$ cat src/rtl/icache_cfg.svh
////////////////////////////////////////
// Instruction cache geometry and address fields
// Four ways, 16 sets, one 128-bit line per set
// Only address bits 14:4 are used by the cache; bits above
// bit 14 are not stored, so lines alias across 32 KB
// LFSR seed must be non-zero
////////////////////////////////////////

`ifndef ICACHE_CFG_SVH
`define ICACHE_CFG_SVH

`define ICACHE_ADDR_W    32
`define ICACHE_LINE_W    128
`define ICACHE_NB_WAYS   4
`define ICACHE_NB_SETS   16

// Address split: | unused | tag | set | offset |
`define ICACHE_OFFSET_W  4
`define ICACHE_SET_LSB   `ICACHE_OFFSET_W
`define ICACHE_SET_W     4
`define ICACHE_TAG_LSB   (`ICACHE_SET_LSB + `ICACHE_SET_W)
`define ICACHE_TAG_W     7

`define ICACHE_LFSR_SEED 8'hA5

`endif
$ cat src/rtl/icache_pkg.sv
////////////////////////////////////////
// Types shared by the instruction cache
// Tag entry layout is {valid, tag}
////////////////////////////////////////

`default_nettype none

`include "icache_cfg.svh"

package icache_pkg;

   typedef logic [`ICACHE_ADDR_W-1:0]          addr_t;
   typedef logic [`ICACHE_LINE_W-1:0]          line_t;
   typedef logic [`ICACHE_SET_W-1:0]           set_idx_t;
   typedef logic [`ICACHE_TAG_W:0]             tag_entry_t;   // MSB is the valid bit
   typedef logic [`ICACHE_NB_WAYS-1:0]         way_vec_t;
   typedef logic [$clog2(`ICACHE_NB_WAYS)-1:0] way_idx_t;

   // Controller states
   typedef enum logic [2:0] {
      DISABLED,
      BYPASS_DELAY,
      FLUSH,
      IDLE,
      LOOKUP,
      WAIT_GNT,
      WAIT_DONE
   } ctrl_state_e;

endpackage

`default_nettype wire

$ cat src/rtl/icache_array.sv
////////////////////////////////////////
// Single-port set-indexed array, one way
// Read data appears one cycle after a read request
// and holds until the next read
////////////////////////////////////////

`timescale 1ns/10ps
`default_nettype none

`include "icache_cfg.svh"

module icache_array #(
   parameter type entry_t = logic
) (
   input  logic                 clk,
   input  logic                 rst_n,
   input  logic                 req_i,
   input  logic                 we_i,
   input  icache_pkg::set_idx_t idx_i,
   input  entry_t               wdata_i,
   output entry_t               rdata_o
);

   entry_t mem [`ICACHE_NB_SETS];

   always_ff @(posedge clk)
   begin
      if (req_i && we_i)
         mem[idx_i] <= wdata_i;
   end

   // Registered read port
   always_ff @(posedge clk, negedge rst_n)
   begin
      if (!rst_n)
         rdata_o <= '0;
      else if (req_i && !we_i)
         rdata_o <= mem[idx_i];
   end

endmodule

`default_nettype wire

$ cat config.mk
export PLATFORM = sky130hd
export DESIGN_NAME = icache_array
export DESIGN_NICKNAME = d
export VERILOG_FILES = /design/src/rtl/icache_pkg.sv /design/src/rtl/icache_array.sv
export VERILOG_INCLUDE_DIRS = /design/src /design/src/rtl
export SDC_FILE = /design/constraint.sdc
export NUM_CORES = 1
export LEC_CHECK = 0
export ABC_AREA = 0
export BUFFER_PORTS_ARGS = -buffer_cell sky130_fd_sc_hd__buf_2
export CAP_MARGIN = 30
export CORE_AREA = 2 2 44 46
export CTS_CLUSTER_SIZE = 12
export DETAILED_ROUTE_END_ITERATION = 8
export DIE_AREA = 0 0 46 48
export PLACE_DENSITY_LB_ADDON = 0.12
export SKIP_LAST_GASP = 1
export SLEW_MARGIN = 20
export SYNTH_ARGS = -nofsm -noshare
export SYNTH_HDL_FRONTEND = slang
export SYNTH_SLANG_ARGS = --single-unit
$ cat constraint.sdc
create_clock -name clk -period 3.02 [get_ports clk]
set_input_delay 0.151 -clock clk [delete_from_list [all_inputs] [get_ports clk]]
set_output_delay 0.151 -clock clk [all_outputs]
set_load 0.01 [all_outputs]
## Word-level counts from Yosys, hierarchy flattened

Memory sizes are Yosys's and may differ from the RTL's. A register that Yosys moved wholly into a read port is not among the register bits.
Cells that the tools add are included.

| word-level totals | value |
|---|---|
| register bits after elaboration | 0 |
| RAM bits | 16 |
| input port bits | 9 |
| output and inout bits | 1 |
| logic and storage cells | 7 |
| memories | 1 |

Memory list:

| memory | depth | width | read ports | clocked after Yosys merged registers in | write ports | line | RTL |
|---|---|---|---|---|---|---|---|
| mem | 16 | 1 | 1 | 1 | 1 | icache_array.sv:24 | `` entry_t mem [`ICACHE_NB_SETS]; `` |

| operators by class | value |
|---|---|
| multiplexer cells | 2 |
| reductions and logical operators | 4 |

Operators with widths:

| operator | count |
|---|---|
| logical AND 1 bit | 2 |
| zero test 1 bit | 2 |
| 2-to-1 mux 1 bit | 2 |

## Longest topological paths before layout

| logic depth | value |
|---|---|
| depth after elaboration | 3 |
| depth in mapped cells | 4 |
| gate-level depth less buffers | 3 |

## Least setup slack after synthesis

Ideal clock, no wire load.

| path | value |
|---|---|
| path kind | input -> register |
| from | in idx_i[0] |
| to | mem mem[0] in the netlist's numbering, enable pin |
| library setup time | 312 ps |
| arrival time | 900 ps |
| required time | 2708 ps |
| slack | 1808 ps |
| stages on the path | 3 |
| path buffers | 1 |
| path through | buf_6 or3_2 nor3_1 |

RTL lines:

| item | line | RTL |
|---|---|---|
| start: declaration | icache_array.sv:19 | `input icache_pkg::set_idx_t idx_i,` |
| end: declaration | icache_array.sv:24 |  |

Straight into the memory's write port.

==> results.yml <==
worst_setup_path:
  regToRegSetupSlack_ps: 1820
  crit_start: "mem[10]$_DFFE_PP_"
  rr_worst_depth: 3
  cp-start-kind: "flop"
  critPathKind: "reg -> reg"
  path_max_fanout: 1
  endpoint_kind: "flop"
  critPathArrivalTime_ps: 1380
  required_ps: 3200
  r2r-end: "rdata_o$_DFFE_PN0P_"
  r2r-start: "mem[10]$_DFFE_PP_"
clock_tree:
  cts_setup_buffers: 0
  clk_pin_slew_ps: 90
  cts_buffers: 3
  cts_tree: "built"
  cts_resized: 0
  cts_root_buf: "clkbuf_4"
  clockBufferDepth: 2
  htreeDepth: 1
  cts-hold-fix-buffers: 1
  clkLatencyLatePin_ps: 290
  numClockSinks: 17
global_route:
  grt_pass1_wl_um: 2300
  grtUsageMet2_pct: 23.3
  grt_max_degree: 17
  first_global_vias: 500
  top_usage_layer: "met2"
  grt_use_met1_pct: 22.4
  grt_util_met3_pct: 2.26
  grt_usage_pct: 16.0
  grt_overflow: 0
  antenna_found_initial: 0
sta:
  final_hold_viol_count: 0
  setup_viol: 0
  grt_setup_unrepaired: "no"
  timing.fmax_mhz: 832
  worst_slew_pin_slew_ps: 250
  period_minus_slack_ps: 1200
  slew_viol_final: 0
  setup_tns_ps: 0
  worst_slew_margin_rel_pct: 83.3
  hold_ws_ps: 155
  fin_crit_sh_pct: 39.8
  finClkSkew_ps: 1.17
floorplanning:
  die_y_um: 48
  io_pins: 10
  dieArea_um2: 2210
  die_w_um: 46
  core_um2: 1690
  row_count: 15
  start_util_pct: 47.8
routing:
  via_count: 517
  drt-pass1-iter-count: 2
  wl_per_cell_um: 16.4
  ant_nets: 0
  drcViolationCount: 0
  drt-total-wl_um: 1430
  vias_per_cell: 5.94
  first_iter_violations: 13
cells_and_area:
  diodes: 0
  instances_no_fill: 87
  stdcell_area_um2: 888
  fin_util_pct: 52.6
  nets: 80
  drive_gt1_share_pct: 25.7
  fillers: 159
  area_growth_pct: 10.1
synthesis:
  yosys.area_share.xor_xnor_pct: 0
  synth_nets: 68
  ys_ff_latch: 17
  synth-seq-area-share_pct: 62.6
  synth_cell_types: 21
  synthMuxAreaShare_pct: 11.3
  synth-adder-area-share_pct: 0
  syn_inst: 59
  ys_warn_count: 0
  synth_top_family_by_area: "simple AND/OR/NAND/NOR gates"
  synth_compound_area_share_pct: 3.72
  synth-simple-area-share_pct: 19.7
  syn_avg_cell_area_um2: 13.7
  synth_area_um2: 807
power_and_ir_drop:
  p_per_area_nw_per_um2: 479
  power_frac_clock_pct: 28.2
  p_switching_uw: 94.5
  seqPwrFrac_pct: 61.9
  combPwrFrac_pct: 9.9
  p_int_uw: 331
  swShare_pct: 22.2
  peakVddDrop_uv: 291
  p_leak_nw: 0.297
status:
  status: "completed"
min_path:
  hold_path_class: "in -> async"
placed_design:
  portBuffers: 9
  placedCellCount: 82
  gp_congestion: 0.761
  dpl_cell_area_um2: 852
  detailed_place_hpwl_um: 974
job:
  maxCapViolCount: 0
==> placed cells by master, fill, tap and decap left out <==
cell type	n
nand3_1	1
nand4b_1	2
or3_2	1
buf_2	9
dfrtp_1	1
nor3_1	4
mux4_1	1
clkbuf_4	3
nand2_1	2
mux4_2	2
nand2b_1	2
nand4_1	1
and2b_2	1
o221a_2	1
mux2i_1	2
a22oi_2	1
nor2b_1	1
a31oi_1	1
clkbuf_1	1
nor2_1	14
nand3b_1	2
edfxtp_1	16
dlygate4sd3_1	1
==> through the flow <==
stage / power [mW] / setup WS [ps]
2_1_floorplan: 0.295 / 1810
3_3_place_gp: 0.310 / 1700
3_5_place_dp: 0.310 / 1680
4_1_cts: 0.428 / 1810
5_1_grt: 0.443 / 1760
6_report: 0.426 / 1820
==> area by class of cell <==
cell class	count	area, um^2	area share (%)
clock buffers	4	26.3	2.96
repair buffers	10	55.1	6.20
multi-input cells	39	280	31.5
well taps	17	21.3	2.39
flip-flops and latches	17	505	56.9
==> how the worst max path moves through the flow <==
stage / end / slack [ps] / cells after the start
2_1_floorplan: mem[0]$_DFFE_PP_ / 1810 / 3
3_3_place_gp: mem[12]$_DFFE_PP_ / 1700 / 3
3_5_place_dp: mem[0]$_DFFE_PP_ / 1680 / 3
4_1_cts: rdata_o$_DFFE_PN0P_ / 1810 / 3
5_1_grt: rdata_o$_DFFE_PN0P_ / 1760 / 3
6_report: rdata_o$_DFFE_PN0P_ / 1820 / 3
==> power by group through the flow <==
| stage | logic [mW] | registers (mW) | clock network (mW) |
|---|---|---|---|
| global placement | 0.0407 | 0.269 | 0 |
| detailed placement | 0.0410 | 0.269 | 0 |
| CTS | 0.0422 | 0.264 | 0.123 |
| floorplan | 0.0249 | 0.270 | 0 |
| global route | 0.0470 | 0.264 | 0.132 |
| finish | 0.0421 | 0.264 | 0.120 |
==> routing by layer <==
layer / vias to the layer above / part of all wire, % / wire length, um
met4: 0 / 2.4 / 34
met5: - / 0 / 0
met3: 5 / 3.5 / 50
met1: 252 / 53 / 764
met2: 13 / 41 / 580
li1: 247 / - / -
==> worst max-delay path, stage by stage (launching register included) <==
cell and delay [ps]:
edfxtp_1 370, mux4_2 470, a22oi_2 160, a31oi_1 90
==> logic make-up after synthesis <==
group,Yosys count
compound gates,3
buf+inv,3
flops,17
mux,5
simple gates,31
==> synthesized netlist by cell type (all sizes together) <==
cell type / n / area (um^2)
buf: 3 / 21.3
nand3b: 2 / 15.0
nand2: 2 / 7.51
nand3: 1 / 5.00
nand4: 1 / 6.26
a22oi: 1 / 12.5
o221a: 1 / 11.3
mux2i: 2 / 20.0
nor2: 14 / 52.6
or3: 1 / 7.51
nand4b: 2 / 17.5
nor2b: 1 / 6.26
and2b: 1 / 8.76
nand2b: 2 / 12.5
dfrtp: 1 / 25.0
nor3: 4 / 20.0
edfxtp: 16 / 480
a31oi: 1 / 6.26
mux4: 3 / 71.3
==> registers in the layout, indices dropped and copies added (netlist names) <==
signal,count
mem,16
rdata_o,1
(Power assumes the default switching activity.)
