**src/rtl/icache_cfg.svh**
```systemverilog
////////////////////////////////////////
// Instruction cache geometry and address fields
// Four ways, 16 sets, one 128-bit line per set
// Only address bits 14:4 are used by the cache; bits above
// bit 14 are not stored, so lines alias across 32 KB
// LFSR seed must be non-zero
////////////////////////////////////////

`ifndef ICACHE_CFG_SVH
`define ICACHE_CFG_SVH

`define ICACHE_ADDR_W    32
`define ICACHE_LINE_W    128
`define ICACHE_NB_WAYS   4
`define ICACHE_NB_SETS   16

// Address split: | unused | tag | set | offset |
`define ICACHE_OFFSET_W  4
`define ICACHE_SET_LSB   `ICACHE_OFFSET_W
`define ICACHE_SET_W     4
`define ICACHE_TAG_LSB   (`ICACHE_SET_LSB + `ICACHE_SET_W)
`define ICACHE_TAG_W     7

`define ICACHE_LFSR_SEED 8'hA5

`endif
```
**src/rtl/icache_pkg.sv**
```systemverilog
////////////////////////////////////////
// Types shared by the instruction cache
// Tag entry layout is {valid, tag}
////////////////////////////////////////

`default_nettype none

`include "icache_cfg.svh"

package icache_pkg;

   typedef logic [`ICACHE_ADDR_W-1:0]          addr_t;
   typedef logic [`ICACHE_LINE_W-1:0]          line_t;
   typedef logic [`ICACHE_SET_W-1:0]           set_idx_t;
   typedef logic [`ICACHE_TAG_W:0]             tag_entry_t;   // MSB is the valid bit
   typedef logic [`ICACHE_NB_WAYS-1:0]         way_vec_t;
   typedef logic [$clog2(`ICACHE_NB_WAYS)-1:0] way_idx_t;

   // Controller states
   typedef enum logic [2:0] {
      DISABLED,
      BYPASS_DELAY,
      FLUSH,
      IDLE,
      LOOKUP,
      WAIT_GNT,
      WAIT_DONE
   } ctrl_state_e;

endpackage

`default_nettype wire

```
**src/rtl/icache_way_select.sv**
```systemverilog
////////////////////////////////////////
// Tag compare and victim choice
// Lowest invalid way is filled first; with all ways valid
// an 8-bit LFSR picks the victim
////////////////////////////////////////

`timescale 1ns/10ps
`default_nettype none

`include "icache_cfg.svh"

module icache_way_select (
   input  logic                                          clk,
   input  logic                                          rst_n,
   input  icache_pkg::tag_entry_t [`ICACHE_NB_WAYS-1:0]  tag_rdata_i,
   input  icache_pkg::addr_t                             lookup_addr_i,
   input  logic                                          victim_take_i,
   output logic                                          hit_o,
   output icache_pkg::way_idx_t                          hit_way_o,
   output logic                                          all_valid_o,
   output icache_pkg::way_vec_t                          victim_way_o
);

   icache_pkg::way_vec_t way_valid;
   icache_pkg::way_vec_t way_match;
   icache_pkg::way_idx_t free_idx;
   icache_pkg::way_idx_t rnd_idx;
   logic [7:0]           lfsr_q;

   for (genvar w = 0; w < `ICACHE_NB_WAYS; w++)
   begin : g_cmp
      assign way_valid[w] = tag_rdata_i[w][`ICACHE_TAG_W];
      assign way_match[w] = way_valid[w] &&
         (tag_rdata_i[w][`ICACHE_TAG_W-1:0] == lookup_addr_i[`ICACHE_TAG_LSB +: `ICACHE_TAG_W]);
   end

   assign hit_o       = |way_match;
   assign all_valid_o = &way_valid;

   // Lowest index wins for both searches
   always_comb
   begin
      hit_way_o = '0;
      free_idx  = '0;
      for (int i = `ICACHE_NB_WAYS - 1; i >= 0; i--)
      begin
         if (way_match[i])
            hit_way_o = icache_pkg::way_idx_t'(i);
         if (!way_valid[i])
            free_idx = icache_pkg::way_idx_t'(i);
      end
   end

   assign rnd_idx      = lfsr_q[$bits(icache_pkg::way_idx_t)-1:0];
   assign victim_way_o = all_valid_o ? icache_pkg::way_vec_t'(1) << rnd_idx
                                     : icache_pkg::way_vec_t'(1) << free_idx;

   //////////////////////////////////////// Replacement LFSR
   // x^8 + x^6 + x^5 + x^4 + 1
   always_ff @(posedge clk, negedge rst_n)
   begin
      if (!rst_n)
         lfsr_q <= `ICACHE_LFSR_SEED;
      else if (victim_take_i && all_valid_o)
         lfsr_q <= {lfsr_q[6:0], lfsr_q[7] ^ lfsr_q[5] ^ lfsr_q[4] ^ lfsr_q[3]};
   end

endmodule

`default_nettype wire

```
**config.mk**
```make
export PLATFORM = sky130hd
export DESIGN_NAME = icache_way_select
export DESIGN_NICKNAME = d
export VERILOG_FILES = /design/src/rtl/icache_pkg.sv /design/src/rtl/icache_way_select.sv
export VERILOG_INCLUDE_DIRS = /design/src /design/src/rtl
export SDC_FILE = /design/constraint.sdc
export NUM_CORES = 1
export LEC_CHECK = 0
export BUFFER_PORTS_ARGS = -buffer_cell sky130_fd_sc_hd__buf_4
export CAP_MARGIN = 20
export CORE_MARGIN = 3
export CORE_UTILIZATION = 35
export DETAILED_ROUTE_END_ITERATION = 12
export HOLD_SLACK_MARGIN = 0.12
export PLACE_DENSITY = 0.78
export REMOVE_ABC_BUFFERS = 1
export SLEW_MARGIN = 20
export SYNTH_ARGS = -nofsm -noshare
export SYNTH_HDL_FRONTEND = slang
export SYNTH_SLANG_ARGS = --single-unit
```
**constraint.sdc**
```tcl
create_clock -name clk -period 2.2 [get_ports clk]
set_input_delay 0.44 -clock clk [delete_from_list [all_inputs] [get_ports clk]]
set_output_delay 0.44 -clock clk [all_outputs]
set_load 0.01 [all_outputs]
```
Word-level counts from Yosys, hierarchy flattened. Index checks and enable logic that the tools add are counted. W data, S select, Z words.

Flip-flop bits (word level): 8. Input port bits: 67. Output and inout bits: 8.

Equality and inequality tests: 4. Shifts and indexed selects: 2. Multiplexer cells: 9. Bitwise operators: 3. Reductions and logical operators: 7.

Operators by type and width (number): $eq A7 B7 Y1 (4); $mux W2 (8); $shl A1 B2 Y4 const A (2); $logic_and A1 B1 Y1 (5); $mux W4 (1); $reduce_and A4 Y1 (1); $reduce_or A4 Y1 (1); $xor A1 B1 Y1 (3).

Logic depth before layout (Yosys ltp). Gate-level depths: netlist of the first run.

Depth in word-level cells: 6. Gate-level depth with buffers: 5.

Worst setup path after synthesis of the first run. OpenSTA, ideal clock, no wires.

Kind: input-to-output. From: input port lookup_addr_i[14]. To: output port hit_o. Data arrival time: 1521 ps. Data required time: 1760 ps. Setup slack: 239 ps. Stages on the path: 5. Path buffers: 1. Cells stage by stage: buf_2 xnor2_1 and4_4 and2_4 or4_4.

Longest elaborated chain between the ends: 3.

Ends and longest elaborated chain: start: declaration (RTL line icache_way_select.sv:16) `input icache_pkg::addr_t lookup_addr_i,`; $eq A7 B7 Y1 (RTL line icache_way_select.sv:34) `` (tag_rdata_i[w][`ICACHE_TAG_W-1:0] == lookup_addr_i[`ICACHE_TAG_LSB +: `ICACHE_TAG_W]); ``; $logic_and A1 B1 Y1 (RTL line icache_way_select.sv:33) `assign way_match[w] = way_valid[w] &&`; $reduce_or A4 Y1 (*) (RTL line icache_way_select.sv:37) `assign hit_o = |way_match;`; end: declaration (RTL line icache_way_select.sv:18) `output logic hit_o,`.

Mark *: on every way between the ends. The rest lies on a longest branch, timed or not.

Final worst setup path of the first run.
From: input port lookup_addr_i[8]. To: output port hit_o.

The elaborated chain is that of the path after synthesis.

==> run summary, run 1 <==
### Outcome
* run status: finished clean

### STA
* Setup Total Neg Slack: 0 ns
* Max Clk Rate: 466 MHz
* RSZ-0062 raised after global routing: no
* Slew HR: 0.731
* # setup viols final: 0
* final number of hold-violating endpoints: 0
* actual transition at the worst max-transition pin: 0.400 ns
* Fin Clk Skew: 0.00326 ns
* post-route clock period utilization: 0.976
* final number of max-transition violations: 0
* final worst path period need: 2.15 ns
* post-route worst hold slack: 0.503 ns

### Setup path
* CP Launch Type: input pin
* CP Max Fanout: 4
* worst setup path start: lookup_addr_i[8]
* worst r2r dst: lfsr_q[0]
* beginning of the worst register-to-register path: lfsr_q[5]
* Worst setup endpoint: hit_o
* CP max stage cell: sky130_fd_sc_hd__or4_4
* required time at the worst-slack endpoint: 1.76 ns
* arrival time worst endpoint: 1.71 ns
* logic depth of the worst register-to-register path: 3
* minimum setup slack among reg-to-reg paths: 1.21 ns
* sequence of cells on the critical path: buf_4 > xnor2_1 > and4_4 > and2_4 > or4_4 > buf_4
* Top cell by count, worst path: sky130_fd_sc_hd__buf_4
* Setup CP Type: input pin to output port
* largest stage delay on the critical path: 0.50 ns
* endpoint type of the worst setup path: output port

### Power
* portion of total power attributed to sequential cells: 0.366
* net switching fraction of the power: 0.268
* static leakage power: 0.537 nW
* clock share of power: 0.264
* maximum ir drop on the vdd rail: 0.316 mV
* fraction of power consumed by combinational cells: 0.369
* switching power: 0.000111 W
* Power per Cell Area: 347 nW/µm²
* Internal Power: 0.000304 W

### Floorplan
* I/O pins: 75
* DIE WIDTH: 52.8 µm
* y dimension of the die: 52.8 µm
* effective utilization at floorplan: 0.379
* placeable core region: 2020 µm²
* # rows: 16
* die outline area: 2790 µm²

### Placed design
* count of input and output buffers: 49
* post-detailed-placement half-perimeter wirelength: 1.72 mm
* GPL Wtd Cong: 0.707

### Logic synthesis
* Primary FF master, synth: sky130_fd_sc_hd__dfstp_2
* top-area cell type share of the netlist area: 0.240
* most frequent cells after synthesis: sky130_fd_sc_hd__xnor2_1 (21), sky130_fd_sc_hd__xor2_1 (10), sky130_fd_sc_hd__mux2_2 (7)
* Syn Inst Count: 79
* number of enable flip-flop cells after synthesis: 0
* distinct cell type count after synthesis: 23
* number of warning messages in the yosys log: 0
* synthesized cell area: 766 µm²
* Yosys top cell by area: sky130_fd_sc_hd__xnor2_1
* dominant cell by count in the synthesized netlist: sky130_fd_sc_hd__xnor2_1
* Mapped Avg Cell Area: 9.69 µm²
* top post-synthesis cells by area: sky130_fd_sc_hd__xnor2_1 (24%), sky130_fd_sc_hd__dfstp_2 (14%), sky130_fd_sc_hd__dfrtp_1 (13%), sky130_fd_sc_hd__xor2_1 (11%), sky130_fd_sc_hd__mux2_2 (10%)
* fraction of registers with async set or reset after synthesis: 1.00
* Seq/Total Area, Yosys: 0.268
* number of register bits inferred by synthesis: 8

### Routing
* iteration count of the initial detailed-routing pass: 4
* number of remaining DRC errors: 0
* Via-to-Cell Ratio: 5.14
* DRT antenna net count: 0
* number of vias after detailed routing: 812
* Iter 0 DRT Violations: 12
* Routed WL per cell: 13.2 µm
* Detailed Route WL: 2.09 mm

### CTS
* Num Clock Sinks: 8
* Max Buffers Root-to-Sink: 2
* buffer type at the clock tree root: sky130_fd_sc_hd__clkbuf_4
* TritonCTS clock tree: yes
* clock-pin slew on the worst setup and hold paths: 0.05 ns
* clock latency on the worst-skew pair: 0.25 ns
* post-CTS setup buffer count: 0
* CTS H-Tree Depth: 1
* CTS buffer count: 3

### Layout
* register with the most flip-flops: lfsr_q
* fin nets: 200
* antenna diode count: 0
* flip-flop count of the largest register after layout: 8
* area growth from synthesis to final layout: 56.0%
* fraction of final layout cells sized beyond drive strength 1: 0.511
* top flop regs: lfsr_q x8

### Hold path
* path class of the lowest-slack min-delay path: register to register
* Min-Delay Startpoint: lfsr_q[6]

### Global routing
* combined global-route utilization of all metal layers: 0.143
* pin count of the biggest net entering global routing: 10
* gr ovfl total: 0
* first-pass GRT wire length: 2.95 mm
* initial antenna violation count: 0
* via count of the first global-routing pass: 750

### Job
* max-cap violations: 0

## cell usage in the layout (no fill, tap or decap), drive strengths merged
cell type and instances:
dfstp 4, nor4 2, nand4b 2, and2 1, o211ai 1, nand4 5, buf 49, clkbuf 3
or4 1, and4 3, dlygate4sd3 1, a21oi 3, o211a 1, nand3b 1, or2 1, nand2 4
nor2 3, xnor2 21, dfrtp 4, nand3 1, xor2 10, mux2 7, o21ai 2, a21boi 1
## what timing repair did
item | CTS | global route
hold buffers | 1 | 0
endpoints found under the setup margin | 0 | 0
endpoints found under the hold margin | 4 | 0
resized for setup | 0 | 0
## area by class of cell
class                           instances  area (µm²)
Clock buffer                            3        22.5
Fill cell                             177         827
Multi-Input combinational cell         70         556
Sequential cell                         8         205
Tap cell                               27        33.8
Timing Repair Buffer                   50         378
## worst max-delay path, delay by kind of cell
kind	cells	cell delay (ns)
buffers and inverters	2	0.30
and+or+nand+nor	3	0.84
xor gates and xnor gates	1	0.13
## routing by layer
layer / track usage / part of all wire
met2: 0.246 / 0.47
met4: 0.0723 / 0.0091
met3: 0.0370 / 0.11
met1: 0.160 / 0.41
met5: 0 / 0
## worst min path at each step
stage,endpoint,slack (ns),depth (start not counted)
3_3_place_gp,lfsr_q[3],0.26,1
2_1_floorplan,lfsr_q[1],0.14,0
5_1_grt,lfsr_q[6],0.52,1
4_1_cts,lfsr_q[7],0.51,1
6_report,lfsr_q[7],0.50,1
3_5_place_dp,lfsr_q[3],0.26,1
## power by group through the flow
| stage | combinational (W) | sequential [W] | clock, W |
|---|---|---|---|
| after floorplan | 0.0000590 | 0.000154 | 0 |
| after global placement | 0.000148 | 0.000154 | 0 |
| after detailed placement | 0.000152 | 0.000154 | 0 |
| after CTS | 0.000154 | 0.000152 | 0.000114 |
| after global routing | 0.000165 | 0.000152 | 0.000123 |
| final | 0.000153 | 0.000152 | 0.000110 |
## metrics by stage
step                setup WS (ns)  cells  power [W]   util  cell area [µm²]
floorplan                   0.371     78   0.000213      -              761
global placement           0.0566    154   0.000302  0.575             1160
detailed placement         0.0515    154   0.000306  0.575             1160
CTS                        0.0474    158   0.000420  0.591             1190
global route               0.0261    158   0.000440  0.591             1190
finish                     0.0520    158   0.000415  0.591             1190
## cells by family after synthesis
kind of cell | count (synthesis) | synth area share
mux | 7 | 0.103
xor+xnor | 31 | 0.355
simple gates | 24 | 0.203
compound gates | 8 | 0.0654
flops | 8 | 0.268
buf+inv | 1 | 0.00653
No activity file was read; power rests on OpenSTA's default activity.
==> run 2: changes to the inputs <==
- CORE_UTILIZATION: 35 -> 37
- CTS_BUF_LIST: default -> sky130_fd_sc_hd__clkbuf_4 sky130_fd_sc_hd__clkbuf_8
- PLACE_DENSITY: 0.78 -> 0.82
==> run 2 against run 1 <==
  * Global-route usage up 2.1 points
  * Cell count down 1.3%
  * Fmax down 0.28%
  * Via count down 3.8%
  * Die area down 4.8%
  * Clock skew down 0.0013 ns
  * Critical path type unchanged
  * Critical endpoint is now hit_way_o[0]
==> run summary, run 2 (synthesized netlist as in run 1, its figures left out) <==
### STA
* final number of max-transition violations: 0
* final worst path period need: 2.15 ns
* RSZ-0062 raised after global routing: no
* Slew HR: 0.752
* # setup viols final: 0
* actual transition at the worst max-transition pin: 0.368 ns
* post-route clock period utilization: 0.979
* final number of hold-violating endpoints: 0
* Max Clk Rate: 464 MHz
* post-route worst hold slack: 0.510 ns
* Fin Clk Skew: 0.00192 ns
* final critical-path setup slack: 0.0460 ns
* Setup Total Neg Slack: 0 ns

### Power
* switching power: 0.000109 W
* portion of total power attributed to sequential cells: 0.368
* maximum ir drop on the vdd rail: 0.257 mV
* Power per Cell Area: 345 nW/µm²
* net switching fraction of the power: 0.263
* static leakage power: 0.537 nW
* fraction of power consumed by combinational cells: 0.375
* clock share of power: 0.257
* Internal Power: 0.000304 W

### Global routing
* pin count of the biggest net entering global routing: 10
* most crowded layer after global routing: met2
* grt met2 use: 0.292
* initial antenna violation count: 0
* Global Route met1 Usage: 0.186
* met3 Use GR: 0.0287
* combined global-route utilization of all metal layers: 0.164
* via count of the first global-routing pass: 798
* first-pass GRT wire length: 3.35 mm
* gr ovfl total: 0

### Setup path
* required time at the worst-slack endpoint: 1.76 ns
* endpoint type of the worst setup path: output port
* CP Launch Type: input pin
* CP Max Fanout: 4
* arrival time worst endpoint: 1.71 ns
* Setup CP Type: input pin to output port

### CTS
* CTS buffer count: 3
* clock-pin slew on the worst setup and hold paths: 0.05 ns
* TritonCTS clock tree: yes
* Num Clock Sinks: 8
* clock latency on the worst-skew pair: 0.25 ns
* CTS H-Tree Depth: 1
* buffer type at the clock tree root: sky130_fd_sc_hd__clkbuf_4
* Max Buffers Root-to-Sink: 2

### Hold path
* path class of the lowest-slack min-delay path: register to register

### Floorplan
* # rows: 15
* I/O pins: 75
* die outline area: 2650 µm²
* DIE WIDTH: 51.5 µm
* y dimension of the die: 51.5 µm
* placeable core region: 1840 µm²
* effective utilization at floorplan: 0.416

### Routing
* Via-to-Cell Ratio: 5.01
* number of remaining DRC errors: 0
* Iter 0 DRT Violations: 8
* Routed WL per cell: 14.1 µm
* Detailed Route WL: 2.20 mm
* number of vias after detailed routing: 781
* iteration count of the initial detailed-routing pass: 4
* DRT antenna net count: 0

### Layout
* fin nets: 200
* antenna diode count: 0
* area growth from synthesis to final layout: 56.5%
* flip-flop count of the largest register after layout: 8
* register with the most flip-flops: lfsr_q
* top flop regs: lfsr_q x8
* fraction of final layout cells sized beyond drive strength 1: 0.519
* commonest cells after routing, fill and taps aside: sky130_fd_sc_hd__buf_4 (49), sky130_fd_sc_hd__xnor2_1 (21), sky130_fd_sc_hd__xor2_1 (10)
* commonest non-fill, non-tap cell in the layout: sky130_fd_sc_hd__buf_4

### Placed design
* post-detailed-placement half-perimeter wirelength: 1.85 mm
* count of input and output buffers: 49
* GPL Wtd Cong: 0.765
* post-placement worst setup slack: 0.0451 ns

### Job
* max-cap violations: 0

### Outcome
* run status: finished clean

## run 2: cell count changes in the layout (fill, tap and decap cells not counted)
cell | before | now
sky130_fd_sc_hd__nor4_2 | 0 | 1
sky130_fd_sc_hd__nor4_1 | 2 | 1
## run 2: power by group through the flow
stage / Combinational [W] / Sequential, W / Clock [W]
after global placement: 0.000148 / 0.000154 / 0
after CTS: 0.000154 / 0.000152 / 0.000113
final: 0.000155 / 0.000152 / 0.000106
after detailed placement: 0.000152 / 0.000154 / 0
after floorplan: 0.0000590 / 0.000154 / 0
after global routing: 0.000168 / 0.000152 / 0.000117
## run 2: worst paths after layout
| kind | depth (start not counted) | end | startpoint | slack (ns) |
|---|---|---|---|---|
| hold / removal | 1 | lfsr_q[6] | lfsr_q[6] | 0.51 |
| min in group asynchronous | 2 | lfsr_q[3] | rst_n | 0.54 |
| setup reg to reg | 3 | lfsr_q[0] | lfsr_q[5] | 1.23 |
| max in group asynchronous | 2 | lfsr_q[7] | rst_n | 1.45 |
| setup / recovery | 6 | hit_way_o[0] | lookup_addr_i[9] | 0.05 |
| hold reg to reg | 1 | lfsr_q[6] | lfsr_q[6] | 0.51 |
## run 2: cell type report
class                           instances  area, µm²
Clock buffer                            3       22.5
Fill cell                             164        641
Multi-Input combinational cell         70        562
Sequential cell                         8        205
Tap cell                               25       31.3
Timing Repair Buffer                   50        378
## run 2: worst max-delay path, stage by stage
cell and delay (ns):
sky130_fd_sc_hd__buf_4 0.13, sky130_fd_sc_hd__xor2_1 0.14, sky130_fd_sc_hd__nor4_1 0.39, sky130_fd_sc_hd__nand4_1 0.20, sky130_fd_sc_hd__a21oi_1 0.24, sky130_fd_sc_hd__buf_4 0.17
## run 2: per-layer routing
layer,vias to the layer above,part of all wire
li1,388,-
met4,0,0.013
met5,-,0
met1,355,0.41
met2,34,0.49
met3,4,0.084
## run 2: what timing repair did
action | in CTS | in global routing
hold endpoints to repair | 4 | 0
resized for setup | 0 | 1
setup endpoints to repair | 0 | 1
buffers inserted | 0 | 0
hold buffers | 1 | 0
## run 2: per-stage QoR
stage	power, W	area (µm²)	util	cells
finish	0.000413	1200	0.652	156
global placement	0.000302	1160	0.631	152
global route	0.000437	1200	0.652	156
detailed placement	0.000306	1160	0.631	152
floorplan	0.000213	761	-	78
CTS	0.000419	1190	0.648	156
