**src/rtl/icache_cfg.svh**
```systemverilog
////////////////////////////////////////
// Instruction cache geometry and address fields
// Four ways, 16 sets, one 128-bit line per set
// Only address bits 14:4 are used by the cache; bits above
// bit 14 are not stored, so lines alias across 32 KB
// LFSR seed must be non-zero
////////////////////////////////////////

`ifndef ICACHE_CFG_SVH
`define ICACHE_CFG_SVH

`define ICACHE_ADDR_W    32
`define ICACHE_LINE_W    128
`define ICACHE_NB_WAYS   4
`define ICACHE_NB_SETS   16

// Address split: | unused | tag | set | offset |
`define ICACHE_OFFSET_W  4
`define ICACHE_SET_LSB   `ICACHE_OFFSET_W
`define ICACHE_SET_W     4
`define ICACHE_TAG_LSB   (`ICACHE_SET_LSB + `ICACHE_SET_W)
`define ICACHE_TAG_W     7

`define ICACHE_LFSR_SEED 8'hA5

`endif
```
**src/rtl/icache_pkg.sv**
```systemverilog
////////////////////////////////////////
// Types shared by the instruction cache
// Tag entry layout is {valid, tag}
////////////////////////////////////////

`default_nettype none

`include "icache_cfg.svh"

package icache_pkg;

   typedef logic [`ICACHE_ADDR_W-1:0]          addr_t;
   typedef logic [`ICACHE_LINE_W-1:0]          line_t;
   typedef logic [`ICACHE_SET_W-1:0]           set_idx_t;
   typedef logic [`ICACHE_TAG_W:0]             tag_entry_t;   // MSB is the valid bit
   typedef logic [`ICACHE_NB_WAYS-1:0]         way_vec_t;
   typedef logic [$clog2(`ICACHE_NB_WAYS)-1:0] way_idx_t;

   // Controller states
   typedef enum logic [2:0] {
      DISABLED,
      BYPASS_DELAY,
      FLUSH,
      IDLE,
      LOOKUP,
      WAIT_GNT,
      WAIT_DONE
   } ctrl_state_e;

endpackage

`default_nettype wire

```
**src/rtl/icache_ctrl.sv**
```systemverilog
////////////////////////////////////////
// Instruction cache controller FSM
// Bypass, full flush, lookup and single-beat refill
// Refill memory must return exactly one beat per request
// Bypass/flush requests are taken in IDLE only
////////////////////////////////////////

`timescale 1ns/10ps
`default_nettype none

`include "icache_cfg.svh"

module icache_ctrl (
   input  logic                                     clk,
   input  logic                                     rst_n,
   input  logic                                     bypass_icache_i,
   input  logic                                     flush_icache_i,
   output logic                                     cache_is_bypassed_o,
   output logic                                     cache_is_flushed_o,
   input  logic                                     fetch_req_i,
   input  icache_pkg::addr_t                        fetch_addr_i,
   output logic                                     fetch_gnt_o,
   output logic                                     fetch_rvalid_o,
   output icache_pkg::line_t                        fetch_rdata_o,
   output logic                                     refill_req_o,
   input  logic                                     refill_gnt_i,
   output icache_pkg::addr_t                        refill_addr_o,
   input  logic                                     refill_r_valid_i,
   input  icache_pkg::line_t                        refill_r_data_i,
   output icache_pkg::way_vec_t                     tag_req_o,
   output logic                                     tag_we_o,
   output icache_pkg::set_idx_t                     tag_idx_o,
   output icache_pkg::tag_entry_t                   tag_wdata_o,
   output icache_pkg::way_vec_t                     data_req_o,
   output logic                                     data_we_o,
   output icache_pkg::set_idx_t                     data_idx_o,
   input  icache_pkg::line_t [`ICACHE_NB_WAYS-1:0]  data_rdata_i,
   output icache_pkg::addr_t                        lookup_addr_o,
   input  logic                                     hit_i,
   input  icache_pkg::way_idx_t                     hit_way_i,
   input  logic                                     all_valid_i,
   input  icache_pkg::way_vec_t                     victim_way_i,
   output logic                                     victim_take_o
);

   icache_pkg::ctrl_state_e state_q, state_d;
   icache_pkg::addr_t       lookup_addr_q;
   icache_pkg::set_idx_t    flush_cnt_q;
   icache_pkg::way_vec_t    refill_way_q;
   icache_pkg::set_idx_t    fetch_set;
   icache_pkg::set_idx_t    lookup_set;
   logic                    bypass_pend_q;   // Bypassed fetch still waiting for data
   logic                    fetch_acc;
   logic                    save_way;

   assign fetch_acc     = fetch_req_i & fetch_gnt_o;
   assign fetch_set     = fetch_addr_i[`ICACHE_SET_LSB +: `ICACHE_SET_W];
   assign lookup_set    = lookup_addr_q[`ICACHE_SET_LSB +: `ICACHE_SET_W];
   assign lookup_addr_o = lookup_addr_q;

   always_ff @(posedge clk, negedge rst_n)
   begin
      if (!rst_n)
      begin
         state_q       <= icache_pkg::DISABLED;
         lookup_addr_q <= '0;
         flush_cnt_q   <= '0;
         refill_way_q  <= '0;
         bypass_pend_q <= 1'b0;
      end
      else
      begin
         state_q <= state_d;
         if (fetch_acc)
            lookup_addr_q <= fetch_addr_i;
         if (save_way)
            refill_way_q <= victim_way_i;
         // Counter wraps to zero on the last flush cycle
         if (state_q == icache_pkg::FLUSH)
            flush_cnt_q <= flush_cnt_q + 1'b1;
         else
            flush_cnt_q <= '0;
         if (state_q == icache_pkg::DISABLED || state_q == icache_pkg::BYPASS_DELAY)
         begin
            if (fetch_acc)
               bypass_pend_q <= 1'b1;
            else if (refill_r_valid_i)
               bypass_pend_q <= 1'b0;
         end
      end
   end

   //////////////////////////////////////// Next state and outputs
   always_comb
   begin
      state_d             = state_q;
      fetch_gnt_o         = 1'b0;
      fetch_rvalid_o      = 1'b0;
      fetch_rdata_o       = refill_r_data_i;
      refill_req_o        = 1'b0;
      refill_addr_o       = lookup_addr_q;
      tag_req_o           = '0;
      tag_we_o            = 1'b0;
      tag_idx_o           = fetch_set;
      tag_wdata_o         = {1'b1, lookup_addr_q[`ICACHE_TAG_LSB +: `ICACHE_TAG_W]};
      data_req_o          = '0;
      data_we_o           = 1'b0;
      data_idx_o          = fetch_set;
      cache_is_bypassed_o = 1'b0;
      cache_is_flushed_o  = 1'b0;
      save_way            = 1'b0;
      victim_take_o       = 1'b0;

      case (state_q)
         icache_pkg::DISABLED:
         begin
            cache_is_bypassed_o = 1'b1;
            cache_is_flushed_o  = 1'b1;
            fetch_rvalid_o      = refill_r_valid_i;   // Single beat passes straight through
            if (bypass_icache_i)
            begin
               fetch_gnt_o = fetch_req_i;
               if (fetch_req_i)
                  state_d = icache_pkg::BYPASS_DELAY;
            end
            else if (!bypass_pend_q)
               state_d = icache_pkg::FLUSH;
         end

         icache_pkg::BYPASS_DELAY:
         begin
            cache_is_bypassed_o = 1'b1;
            cache_is_flushed_o  = 1'b1;
            fetch_rvalid_o      = refill_r_valid_i;
            refill_req_o        = 1'b1;
            if (refill_gnt_i)
               state_d = icache_pkg::DISABLED;
         end

         icache_pkg::FLUSH:
         begin
            tag_req_o   = '1;
            tag_we_o    = 1'b1;
            tag_idx_o   = flush_cnt_q;
            tag_wdata_o = '0;
            if (&flush_cnt_q)
            begin
               cache_is_flushed_o = 1'b1;
               state_d            = icache_pkg::IDLE;
            end
         end

         icache_pkg::IDLE:
         begin
            if (bypass_icache_i)
               state_d = icache_pkg::DISABLED;
            else if (flush_icache_i)
               state_d = icache_pkg::FLUSH;
            else
            begin
               fetch_gnt_o = fetch_req_i;
               tag_req_o   = {`ICACHE_NB_WAYS{fetch_req_i}};
               data_req_o  = {`ICACHE_NB_WAYS{fetch_req_i}};
               if (fetch_req_i)
                  state_d = icache_pkg::LOOKUP;
            end
         end

         icache_pkg::LOOKUP:
         begin
            if (hit_i)
            begin
               fetch_rvalid_o = 1'b1;
               fetch_rdata_o  = data_rdata_i[hit_way_i];
               // Next fetch streams in unless a control request is pending
               fetch_gnt_o    = fetch_req_i & ~bypass_icache_i & ~flush_icache_i;
               tag_req_o      = {`ICACHE_NB_WAYS{fetch_gnt_o}};
               data_req_o     = {`ICACHE_NB_WAYS{fetch_gnt_o}};
               state_d        = fetch_gnt_o ? icache_pkg::LOOKUP : icache_pkg::IDLE;
            end
            else
            begin
               refill_req_o  = 1'b1;
               save_way      = 1'b1;
               victim_take_o = all_valid_i;   // Only random picks move the LFSR
               state_d       = refill_gnt_i ? icache_pkg::WAIT_DONE : icache_pkg::WAIT_GNT;
            end
         end

         icache_pkg::WAIT_GNT:
         begin
            refill_req_o = 1'b1;
            if (refill_gnt_i)
               state_d = icache_pkg::WAIT_DONE;
         end

         icache_pkg::WAIT_DONE:
         begin
            fetch_rvalid_o = refill_r_valid_i;
            tag_req_o      = refill_way_q & {`ICACHE_NB_WAYS{refill_r_valid_i}};
            tag_we_o       = 1'b1;
            tag_idx_o      = lookup_set;
            data_req_o     = refill_way_q & {`ICACHE_NB_WAYS{refill_r_valid_i}};
            data_we_o      = 1'b1;
            data_idx_o     = lookup_set;
            if (refill_r_valid_i)
               state_d = icache_pkg::IDLE;
         end

         default:
            state_d = icache_pkg::DISABLED;
      endcase
   end

endmodule

`default_nettype wire

```
**config.mk**
```make
export PLATFORM = sky130hd
export DESIGN_NAME = icache_ctrl
export DESIGN_NICKNAME = d
export VERILOG_FILES = /design/src/rtl/icache_pkg.sv /design/src/rtl/icache_ctrl.sv
export VERILOG_INCLUDE_DIRS = /design/src /design/src/rtl
export SDC_FILE = /design/constraint.sdc
export NUM_CORES = 1
export LEC_CHECK = 0
export ABC_AREA = 1
export BUFFER_PORTS_ARGS = -buffer_cell sky130_fd_sc_hd__buf_2
export CAP_MARGIN = 20
export CORE_AREA = 3 3 357 359
export CTS_CLUSTER_DIAMETER = 200
export DETAILED_ROUTE_END_ITERATION = 6
export DIE_AREA = 0 0 360 362
export PLACE_DENSITY = 0.36
export SKIP_CTS_REPAIR_TIMING = 1
export SKIP_LAST_GASP = 1
export SLEW_MARGIN = 20
export SYNTH_ARGS = -nofsm -noshare
export SYNTH_HDL_FRONTEND = slang
export SYNTH_SLANG_ARGS = --single-unit
```
**constraint.sdc**
```tcl
create_clock -name clk -period 2.2 [get_ports clk]
set_clock_uncertainty 0.15 [all_clocks]
set_input_delay 0.11 -clock clk [delete_from_list [all_inputs] [get_ports clk]]
set_output_delay 0.11 -clock clk [all_outputs]
set_load 0.02 [all_outputs]
```
; Word level (Yosys, flattened, before mapping)
; Index checks and enable logic that the tools add are counted.
[totals]
reg_bits = 44
out_inout_bits = 224
[classes]
addsub = 1
n_lt_le_gt_ge = 1
eq_ne = 13
mux = 46
n_bitwise = 6
n_reduce_logical = 10
[op_table]
columns = operator, count
row1 = 128-bit two-way mux, 3
row2 = 128-bit binary-select mux with 2-bit select, 1
row3 = 3-bit two-way mux, 12
row4 = 3-bit one-hot mux with 7 select lines, 1
row5 = 4-bit two-way mux, 5
row6 = 4-bit one-hot mux with 4 select lines, 1
row7 = 1-bit two-way mux, 15
row8 = 4-bit one-hot mux with 3 select lines, 1
row9 = 3-bit == test (second input constant), 3
row10 = 8-bit two-way mux, 1
row11 = 4-bit one-hot mux with 2 select lines, 1
row12 = 7-bit AND reduction, 1
row13 = 3-bit by 2-bit == test with 1-bit output (second input constant), 2
row14 = 2-bit != test (second input constant), 3
row15 = 3-bit != test (second input constant), 2
row16 = 1-bit one-hot mux with 2 select lines, 3
row17 = 2-bit OR reduction, 3
row18 = 4-bit by 1-bit adder with 4-bit output (second input constant), 1
row19 = 4-bit AND, 1
row20 = 4-bit != test (second input constant), 1
row21 = 4-bit AND reduction, 1
row22 = 1-bit AND, 3
row23 = 3-bit by 1-bit == test with 1-bit output (second input constant), 1
row24 = 3-bit logical NOT, 1
row25 = other kinds (9), 10

; Logic depth before layout (Yosys ltp)
; Gate-level depths: netlist of the first run.
[depth]
depth_word = 8
mapped_depth = 11
mapped_depth_nobuf = 9

; Least setup slack after synthesis of the first run
; Ideal clock, no wire load.
[synth_timing]
kind = register to output
from = reg state_q[1]
to = out cache_is_flushed_o
arrival_time_ps = 1505
slack_ps = 435
stages_incl_launch_ff = 5
path_buffers = 0
path_cell_list = dfrtp_1 -> inv_1 -> nor2_2 -> nand2_1 -> o21ai_0
[synth_via]
elab_chain_cells = 3
elab_cells_between_ends = 5
classes_between = eq/ne: 2 / mux: 1 / reduce/logical: 2
[synth_lines]
columns = item, line_no
row1 = from (decl), icache_ctrl.sv:46  ; icache_pkg::ctrl_state_e state_q, state_d;
row2 = from (signal assigned), icache_ctrl.sv:65  ; state_q <= icache_pkg::DISABLED;
row3 = from (signal assigned), icache_ctrl.sv:73  ; state_q <= state_d;
row4 = 3-bit by 1-bit == test with 1-bit output / 3-bit logical NOT (equally long branches), icache_ctrl.sv:114  ; case (state_q)
row5 = 2-bit OR reduction (no source line), n/a
row6 = 1-bit one-hot mux with 2 select lines (*), icache_ctrl.sv:114
row7 = to (decl), icache_ctrl.sv:19  ; output logic cache_is_flushed_o,
; Mark *: on every way between the ends. The rest lies on a longest branch, timed or not.

; Final worst setup path of the first run
[layout_timing]
from = reg state_q[0]
to = out fetch_rdata_o[79]
[layout_via]
elab_chain_cells = 2
[layout_lines]
columns = item, line_no
row1 = 3-bit == test, icache_ctrl.sv:114
row2 = 128-bit two-way mux, icache_ctrl.sv:114
row3 = to (decl), icache_ctrl.sv:24  ; output icache_pkg::line_t fetch_rdata_o,
; No other way between the ends.

==> metrics.md, run 1 <==
| Metric | Value |
|---|---|
| Clk_lat worst skew | `290 ps` |
| DR WL/cell | `18.3 µm` |
| Core area | `124000 µm²` |
| Synth Area in XOR/XNOR | `0%` |
| Layout filler cell count | `14800` |
| Worst Hold Slack | `29.6 ps` |
| Clock root cell | `clkbuf_16` |
| Number of synthesized flops with an enable pin | `0` |
| Largest net degree at the start of global routing | `91` |
| Fin Setup TNS | `-1470 ps` |
| Total power | `9.48 mW` |
| CP Capture Type | `primary output` |
| Net Switching | `5.07 mW` |
| Power per cell area | `540 nW/µm²` |
| Post-place setup slack | `-403 ps` |
| First-pass GRT wire length | `99000 µm` |
| Non-Filler Instances | `4339` |
| H-tree Lvls | `2` |
| Hold Crit Class | `primary input to flop` |
| Antenna violations before repair | `39` |
| Required time of the worst setup path | `1940 ps` |
| Worst ir drop on vdd | `0.484 mV` |
| Simple-Gate Fraction of Synth Area | `32.3%` |
| Largest family of logic cells by synthesized area | `simple AND/OR/NAND/NOR gates` |
| Post-detail-place hpwl | `65200 µm` |
| Final period utilization | `107%` |
| Area contributors post-synth | `o21ai_0 25%, nor2_1 18%, dfrtp_1 13%` |
| Post-synth top flop | `dfrtp_1` |
| Setup ws final | `-157 ps` |
| Vias in the first global route | `13800` |
| Max Cap Viol | `0` |
| Hold violation count in the final report | `0` |
| CTS Buf Count | `5` |
| Post-DRT Antenna Nets | `0` |
| Clk sinks | `44` |
| Sw Share | `53.5%` |
| DRT Pass-1 Iters | `5` |
| Vias post-DR | `14900` |
| Area growth, synth to finish | `106%` |
| Fraction of registers with async set/reset | `100%` |
| Adder-Cell Fraction of Synth Area | `0.147%` |
| Status | `finished with violations` |
| Total die area | `130000 µm²` |
| FMAX | `424 MHz` |
| Top fanout value on the critical path | `5` |
| Post-Syn Area per Cell | `4.91 µm²` |
| DR DRC count | `0` |
| DRT met1 WL | `31700 µm` |
| Post-synth design cell area | `8530 µm²` |
| FP Rows | `129` |
| Routed met2 length | `38500 µm` |
| Cell accounting for the most synthesized area | `o21ai_0` |
| Clock network fraction of total power | `8.5%` |
| Sequential-to-total area share from yosys stat | `12.9%` |
| Met3 wire len | `7530 µm` |
| Placed insts | `4239` |
| Multiplexer share of the synthesized area | `0%` |
| Detailed-route wire length | `79500 µm` |
| RSZ-0062 raised after global routing | `yes` |
| Synth Net Count | `2423` |
| DIE WIDTH | `360 µm` |
| Worst slew pin tran | `987 ps` |
| Clock transition at path regs | `70 ps` |
| Die H | `362 µm` |
| Ys Warns | `0` |
| Tmin final | `2360 ps` |
| I/O pin cnt | `911` |
| CTS max path bufs | `2` |
| CP arrival | `2100 ps` |
| Register bit total from synthesis | `44` |
| All-Layer GR Usage | `10.4%` |
| Synth Area in Compound Gates | `31.6%` |
| Crit Path Category | `flop to primary output` |
| P_leak | `9.64 nW` |
| Nets@finish | `3376` |
| Logic gate share of total power | `75.7%` |
| # port buffers | `910` |
| Yosys cell types | `23` |
| Register area | `1100 µm²` |
| Highest routed layer | `met5` |
| CTS tree | `built` |
| Top-count cell post-synth | `o21ai_0` |
| Initial DRC count | `832` |
| Area of the multi-input gates | `5970 µm²` |
| Reg power frac | `15.8%` |
| Final Max Tran Viols | `0` |
| Failing checks | `setup timing` |
| Via/cell ratio | `3.44` |
| Rel. slew slack | `33.5%` |
| Initial Util | `6.87%` |
| Setup crit start kind | `flop` |
| Internal | `4.41 mW` |
| Layout cells sized above 1 | `44.3%` |
| Synth top area share | `24.7%` |
| Synth cell count leaders | `420 x o21ai_0, 399 x nor2_1, 286 x inv_1` |
| Final setup vio count | `61` |
| Total gr overflow | `0` |
| Gpl congestion | `0.873` |
| Synthesized instance count | `1735` |
cells in the final DEF, fill, tap and decap left out, types with 13 or more instances in the layout:
cell type	instances
nand2_2	30
o21ai_0	379
nand2_1	205
buf_4	109
nand2_4	23
nor2_1	399
o21ai_1	83
diode_2	13
nand3_1	50
dfrtp_1	44
inv_1	284
buf_12	30
o21ai_2	58
buf_6	53
clkbuf_16	17
buf_2	840
dlygate4sd3_1	37
power by group through the flow:
stage          combinational [mW]  clock, mW  sequential, mW
3_5_place_dp                 6.29          0            1.50
6_report                     7.17      0.805            1.50
4_1_cts                      6.31      0.848            1.50
2_1_floorplan                3.40          0            1.76
5_1_grt                      7.79      0.885            1.55
3_3_place_gp                 6.31          0            1.51
metrics by stage:
step / util [%] / area, µm²
3_3_place_gp: 12.4 / 15400
3_5_place_dp: 12.4 / 15400
4_1_cts: 12.5 / 15500
6_report: 14.1 / 17500
2_1_floorplan: - / 8530
5_1_grt: 14.1 / 17500
area by class of cell:
class | count | share of cell area, %
clock buffers | 6 | 0.792
inverters | 290 | 6.25
repair buffers | 1098 | 40.7
multi-input cells | 1249 | 34.0
flip-flops and latches | 44 | 6.27
well taps | 1637 | 11.7
diodes | 13 | 0.185
clock inverters | 2 | 0.0856
state kept, by name (all words and copies together), names as in the netlist:
signal,count
lookup_addr_o,32
flush_cnt_q,4
refill_way_q,4
state_q,3
bypass_pend_q,1
kinds of logic after synthesis:
family,count (synthesis)
and+or+nand+nor,711
AOI/OAI and AO/OA,534
buffers and inverters,445
DFF,44
adders and majority gates,1
metal layers:
layer  vias up  GRT usage (%)
met5         -              0
met4        24           2.22
met3        97           3.64
met2       693           18.1
met1      6815           12.4
li1       7313              -
final timing paths:
check / from / end / depth (start not counted) / slack, ps
worst min register to register: refill_way_q[1] / refill_way_q[1] / 2 / 340
min in group asynchronous: rst_n / refill_way_q[1] / 3 / 180
worst min-delay path: fetch_req_i / bypass_pend_q / 3 / 30
worst max-delay path: state_q[0] / fetch_rdata_o[79] / 10 / -160
worst max register to register: state_q[1] / lookup_addr_o[11] / 9 / 200
max in group asynchronous: rst_n / bypass_pend_q / 3 / 1500
critical path, cell delays in order (launching register included):
cell and delay [ps]:
dfrtp_1 390, inv_2 70, nand2_2 60, nor2_4 220, nand2_8 90, buf_12 180, buf_4 140, nand2_1 170
o21ai_0 160, inv_1 120, buf_2 180
Note: power is estimated with default switching activity, not from simulation.
==> inputs of run 2 (changes only) <==
--- a/config.mk
+++ b/config.mk
@@ -9,11 +9,13 @@
 export ABC_AREA = 1
 export BUFFER_PORTS_ARGS = -buffer_cell sky130_fd_sc_hd__buf_2
 export CAP_MARGIN = 20
-export CORE_AREA = 3 3 357 359
+export CELL_PAD_IN_SITES_DETAIL_PLACEMENT = 1
+export CELL_PAD_IN_SITES_GLOBAL_PLACEMENT = 2
+export CORE_AREA = 3 3 356 358
 export CTS_CLUSTER_DIAMETER = 200
 export DETAILED_ROUTE_END_ITERATION = 6
-export DIE_AREA = 0 0 360 362
-export PLACE_DENSITY = 0.36
+export DIE_AREA = 0 0 359 361
+export PLACE_DENSITY = 0.57
 export SKIP_CTS_REPAIR_TIMING = 1
 export SKIP_LAST_GASP = 1
 export SLEW_MARGIN = 20
==> metrics.md, run 2 (synthesis gave the netlist of run 1 again) <==
| Metric | Value |
|---|---|
| Status | `finished with violations` |
| Failing checks | `setup timing` |
| Clk sinks | `44 (unchanged)` |
| DR DRC count | `0 (unchanged)` |
| Final period utilization | `102% (-5.4 points)` |
| Total die area | `130000 µm² (-0.55%)` |
| Most common cell after layout, fill and taps aside | `buf_2` |
| Internal | `4.11 mW (-6.8%)` |
| DRT Pass-1 Iters | `5 (unchanged)` |
| All-Layer GR Usage | `11.7% (+1.2 points)` |
| Top fanout value on the critical path | `15 (+10)` |
| CP cell instances | `inv_2 > nand2_2 > nor2_4 > nand2_8 > buf_6 > clkbuf_16 > o21ai_2 > inv_1 > buf_2` |
| Largest net degree at the start of global routing | `64 (-30%)` |
| Worst ir drop on vdd | `0.387 mV (-20%)` |
| Antenna violations before repair | `35 (-10%)` |
| Die H | `361 µm (-0.28%)` |
| Initial DRC count | `746 (-10%)` |
| Setup ws final | `-38.7 ps (+118 ps)` |
| Detailed-route wire length | `83800 µm (+5.3%)` |
| Gpl congestion | `0.865 (-0.88%)` |
| Via/cell ratio | `3.42 (-0.55%)` |
| Crit Path Category | `flop to primary output` |
| Final Max Tran Viols | `0 (unchanged)` |
| Setup crit start kind | `flop` |
| Hold violation count in the final report | `0 (unchanged)` |
| Fin Setup TNS | `-285 ps (+1180 ps)` |
| Power per cell area | `562 nW/µm² (+4.0%)` |
| CTS Buf Count | `5 (unchanged)` |
| Clock transition at path regs | `70 ps (about the same)` |
| Net Switching | `5.05 mW (-0.41%)` |
| Hold Crit Class | `primary input to flop` |
| CP arrival | `1980 ps (-120 ps)` |
| Logic gate share of total power | `73.0% (-2.7 points)` |
| Sw Share | `55.1% (+1.6 points)` |
| CTS max path bufs | `2 (unchanged)` |
| Core area | `124000 µm² (-0.39%)` |
| I/O pin cnt | `911 (unchanged)` |
| Placed insts | `4227 (-0.28%)` |
| Vias in the first global route | `14800 (+7.4%)` |
| Rel. slew slack | `47.6% (+14 points)` |
| Clock root cell | `clkbuf_16` |
| Layout cells sized above 1 | `40.4% (-3.9 points)` |
| Max incr delay on CP | `390 ps (about the same)` |
| FP Rows | `129 (unchanged)` |
| RSZ-0062 raised after global routing | `yes` |
| Top delay family on crit path | `buffers and inverters` |
| Clk_lat worst skew | `300 ps (about the same)` |
| DR WL/cell | `19.5 µm (+6.3%)` |
| Required time of the worst setup path | `1940 ps (about the same)` |
| CTS tree | `built` |
| Initial Util | `6.90% (+0.027 points)` |
| Max Cap Viol | `0 (unchanged)` |
| Area growth, synth to finish | `91.2%` |
| Nets@finish | `3336 (-1.2%)` |
| Total gr overflow | `0 (unchanged)` |
| Final setup vio count | `18 (-70%)` |
| First-pass GRT wire length | `111000 µm (+12%)` |
| Tmin final | `2240 ps (-118 ps)` |
| Max reg flops | `32 (unchanged)` |
| Non-Filler Instances | `4298 (-0.94%)` |
| Most frequent cells in the layout | `880 x buf_2, 398 x nor2_1, 374 x o21ai_0` |
| CP Capture Type | `primary output` |
| Vias post-DR | `14700 (-1.5%)` |
| Clock network fraction of total power | `9.9% (+1.4 points)` |
| Post-DRT Antenna Nets | `0 (unchanged)` |
| Worst slew pin tran | `778 ps (-209 ps)` |
| FMAX | `447 MHz (+5.3%)` |
| Slowest stage cell on the critical path | `dfrtp_1` |
| Post-detail-place hpwl | `71800 µm (+10%)` |
| DIE WIDTH | `359 µm (-0.28%)` |
| WP buf/inv | `5 (unchanged)` |
| Reg power frac | `17.1% (+1.3 points)` |
| H-tree Lvls | `2 (unchanged)` |
| # port buffers | `910 (unchanged)` |
| P_leak | `9.10 nW (-5.5%)` |
==> run 2: metal layers <==
metal	track usage [%]	part of all wire (%)	vias to the layer above
met5	0	0.13	-
met4	2.35	2.1	16
met3	2.90	6.4	71
met2	20.3	49	598
met1	14.5	43	6817
li1	-	-	7217
==> run 2: path summary, 6_finish.rpt <==
| check | start | endpoint | slack [ps] | cells past startpoint |
|---|---|---|---|---|
| max | state_q[0] | fetch_rdata_o[100] | -40 | 9 |
| min | fetch_req_i | bypass_pend_q | 50 | 3 |
| max reg2reg | state_q[0] | lookup_addr_o[1] | 80 | 13 |
| min reg2reg | flush_cnt_q[0] | flush_cnt_q[0] | 360 | 1 |
| max in group asynchronous | rst_n | lookup_addr_o[4] | 1210 | 3 |
| min in group asynchronous | rst_n | lookup_addr_o[20] | 110 | 2 |
==> run 2: stage by stage <==
stage                     utilization [%]  power (mW)  worst slack, ps  instance area (µm²)  hold WS [ps]
final                                13.2        9.16            -38.7                16300          50.0
after global routing                 13.2        9.87             -141                16300          68.4
after CTS                            12.5        8.93             -593                15500          -433
after detailed placement             12.4        7.99             -604                15300          -110
after global placement               12.4        7.98             -620                15300          -116
after floorplan                         -        5.16              435                 8530          -336
==> run 2: power by group through the flow <==
stage / sequential (mW) / clock (mW) / combinational [mW]
floorplan: 1.76 / 0 / 3.40
global placement: 1.59 / 0 / 6.39
detailed placement: 1.58 / 0 / 6.41
CTS: 1.57 / 0.934 / 6.43
global route: 1.62 / 0.966 / 7.29
finish: 1.57 / 0.903 / 6.69
==> run 2: area by class of cell <==
cell class | instances | area [µm²]
fillers | 15700 | 107000
repair buffers | 1061 | 6260
multi-input cells | 1246 | 5600
well taps | 1637 | 2050
flip-flops and latches | 44 | 1100
inverters | 290 | 1100
clock buffers | 5 | 125
clock inverters | 3 | 46.3
diodes | 12 | 30.0
==> run 2: worst min-delay path, stage by stage <==
cell and delay, ps:
buf_2 130, inv_1 100, o32ai_1 110
==> inputs of run 3 (changes only) <==
--- a/config.mk
+++ b/config.mk
@@ -17,7 +17,6 @@
 export DIE_AREA = 0 0 359 361
 export PLACE_DENSITY = 0.57
 export SKIP_CTS_REPAIR_TIMING = 1
-export SKIP_LAST_GASP = 1
 export SLEW_MARGIN = 20
 export SYNTH_ARGS = -nofsm -noshare
 export SYNTH_HDL_FRONTEND = slang
==> metrics.md, run 3 (synthesis gave the netlist of run 1 again) <==
| Metric | Value |
|---|---|
| # port buffers | `910 (unchanged)` |
| CTS tree | `built` |
| Crit Path Category | `flop to primary output` |
| Layout cells sized above 1 | `40.8% (+0.34 points)` |
| Area growth, synth to finish | `92.3%` |
| Most frequent cells in the layout | `871 x buf_2, 398 x nor2_1, 363 x o21ai_0` |
| Fin area | `16400 µm² (+0.58%)` |
| Power per cell area | `562 nW/µm² (about the same)` |
| I/O pin cnt | `911 (unchanged)` |
| Top fanout value on the critical path | `15 (unchanged)` |
| Logic gate share of total power | `73.2% (+0.2 points)` |
| CP arrival | `1990 ps (about the same)` |
| Area of the multi-input gates | `5630 µm² (+0.60%)` |
| Largest net degree at the start of global routing | `64 (unchanged)` |
| Vias in the first global route | `14800 (unchanged)` |
| Net Switching | `5.06 mW (+0.30%)` |
| Clk sinks | `44 (unchanged)` |
| Post-DRT Antenna Nets | `0 (unchanged)` |
| P_leak | `9.14 nW (+0.36%)` |
| Reg power frac | `17.0% (about the same)` |
| Status | `finished with violations` |
| All-Layer GR Usage | `11.7% (unchanged)` |
| Die H | `361 µm (unchanged)` |
| Initial Util | `6.90% (unchanged)` |
| Final Max Tran Viols | `0 (unchanged)` |
| Initial DRC count | `660 (-12%)` |
| Sw Share | `54.9% (-0.16 points)` |
| Tmin final | `2250 ps (+13.0 ps)` |
| Placed Area | `15300 µm² (unchanged)` |
| Clk_lat worst skew | `300 ps (about the same)` |
| Final setup vio count | `16 (-2)` |
| Worst slew pin tran | `755 ps (-23.3 ps)` |
| DIE WIDTH | `359 µm (unchanged)` |
| Max reg flops | `32 (unchanged)` |
| Required time of the worst setup path | `1940 ps (about the same)` |
| FP Rows | `129 (unchanged)` |
| Worst ir drop on vdd | `0.387 mV (about the same)` |
| Setup crit start kind | `flop` |
| Final period utilization | `102% (+0.59 points)` |
| Total gr overflow | `0 (unchanged)` |
| Internal | `4.15 mW (+0.97%)` |
| Detailed-route wire length | `83800 µm (about the same)` |
| Setup ws final | `-51.7 ps (-13.0 ps)` |
| Max Cap Viol | `0 (unchanged)` |
| Clock network fraction of total power | `9.8% (about the same)` |
| Core area | `124000 µm² (unchanged)` |
| Total power | `9.22 mW (+0.60%)` |
| DRT Pass-1 Iters | `5 (unchanged)` |
| Total die area | `130000 µm² (unchanged)` |
| Gpl congestion | `0.865 (unchanged)` |
| Post-detail-place hpwl | `71800 µm (unchanged)` |
| Clock root cell | `clkbuf_16` |
| Fin Setup TNS | `-369 ps (-84.6 ps)` |
| CTS Buf Count | `5 (unchanged)` |
| DR WL/cell | `19.5 µm (about the same)` |
| Hold Crit Class | `primary input to flop` |
| H-tree Lvls | `2 (unchanged)` |
| DR DRC count | `0 (unchanged)` |
| Register area | `1100 µm² (unchanged)` |
| Layout filler cell count | `15700 (-0.038%)` |
| First-pass GRT wire length | `111000 µm (unchanged)` |
| Hold violation count in the final report | `0 (unchanged)` |
| Final Util | `13.3% (+0.077 points)` |
| Worst Hold Slack | `49.7 ps (-0.285 ps)` |
| Failing checks | `setup timing` |
| Vias post-DR | `14700 (-0.12%)` |
| Nets@finish | `3336 (unchanged)` |
| FMAX | `444 MHz (-0.58%)` |
| CP Capture Type | `primary output` |
| Most common cell after layout, fill and taps aside | `buf_2` |
| Clock transition at path regs | `70 ps (about the same)` |
| RSZ-0062 raised after global routing | `yes` |
| CTS max path bufs | `2 (unchanged)` |
| Antenna violations before repair | `35 (unchanged)` |
| Rel. slew slack | `49.1% (+1.6 points)` |
| Via/cell ratio | `3.42 (-0.12%)` |
==> run 3: per-layer routing <==
metal	global-route usage (%)	vias to the layer above	share of wire (%)
met2	20.3	597	49
met3	2.90	65	6.4
met5	0	-	0.13
li1	-	7216	-
met1	14.5	6808	43
met4	2.35	16	2.1
==> run 3: metrics by stage <==
stage / cells / setup WS (ps)
finish: 4298 / -51.7
global route: 4291 / -142
CTS: 4235 / -593
detailed placement: 4227 / -604
global placement: 4227 / -620
floorplan: 1735 / 435
==> run 3: power by group through the flow <==
stage,clock network (mW),logic [mW],registers (mW)
3_3_place_gp,0,6.39,1.59
4_1_cts,0.934,6.43,1.57
5_1_grt,0.966,7.35,1.62
6_report,0.899,6.75,1.57
3_5_place_dp,0,6.41,1.58
2_1_floorplan,0,3.40,1.76
==> run 3: path summary, 6_finish.rpt <==
kind	startpoint	to	slack [ps]	cells past startpoint
max	state_q[0]	fetch_rdata_o[100]	-50	9
max in group asynchronous	rst_n	lookup_addr_o[12]	1210	3
min in group asynchronous	rst_n	lookup_addr_o[20]	120	2
min	fetch_req_i	bypass_pend_q	50	3
max reg2reg	state_q[0]	lookup_addr_o[1]	110	13
min reg2reg	flush_cnt_q[0]	flush_cnt_q[0]	360	1
==> run 3: worst max-delay path, stage by stage, from the launching register on <==
cell and delay [ps]:
dfrtp_1 390, inv_2 90, nand2_2 80, nor2_4 170, nand2_8 120, buf_6 180
clkbuf_16 220, o21ai_2 220, inv_1 50, buf_2 150
==> run 3: area by class of cell <==
class	instances	area share (%)
clock inverter	3	0.282
sequential	44	6.72
multi-input combinational	1246	34.3
tap	1637	12.5
antenna	12	0.183
timing repair buffer	1061	38.5
inverter	290	6.69
clock buffer	5	0.763
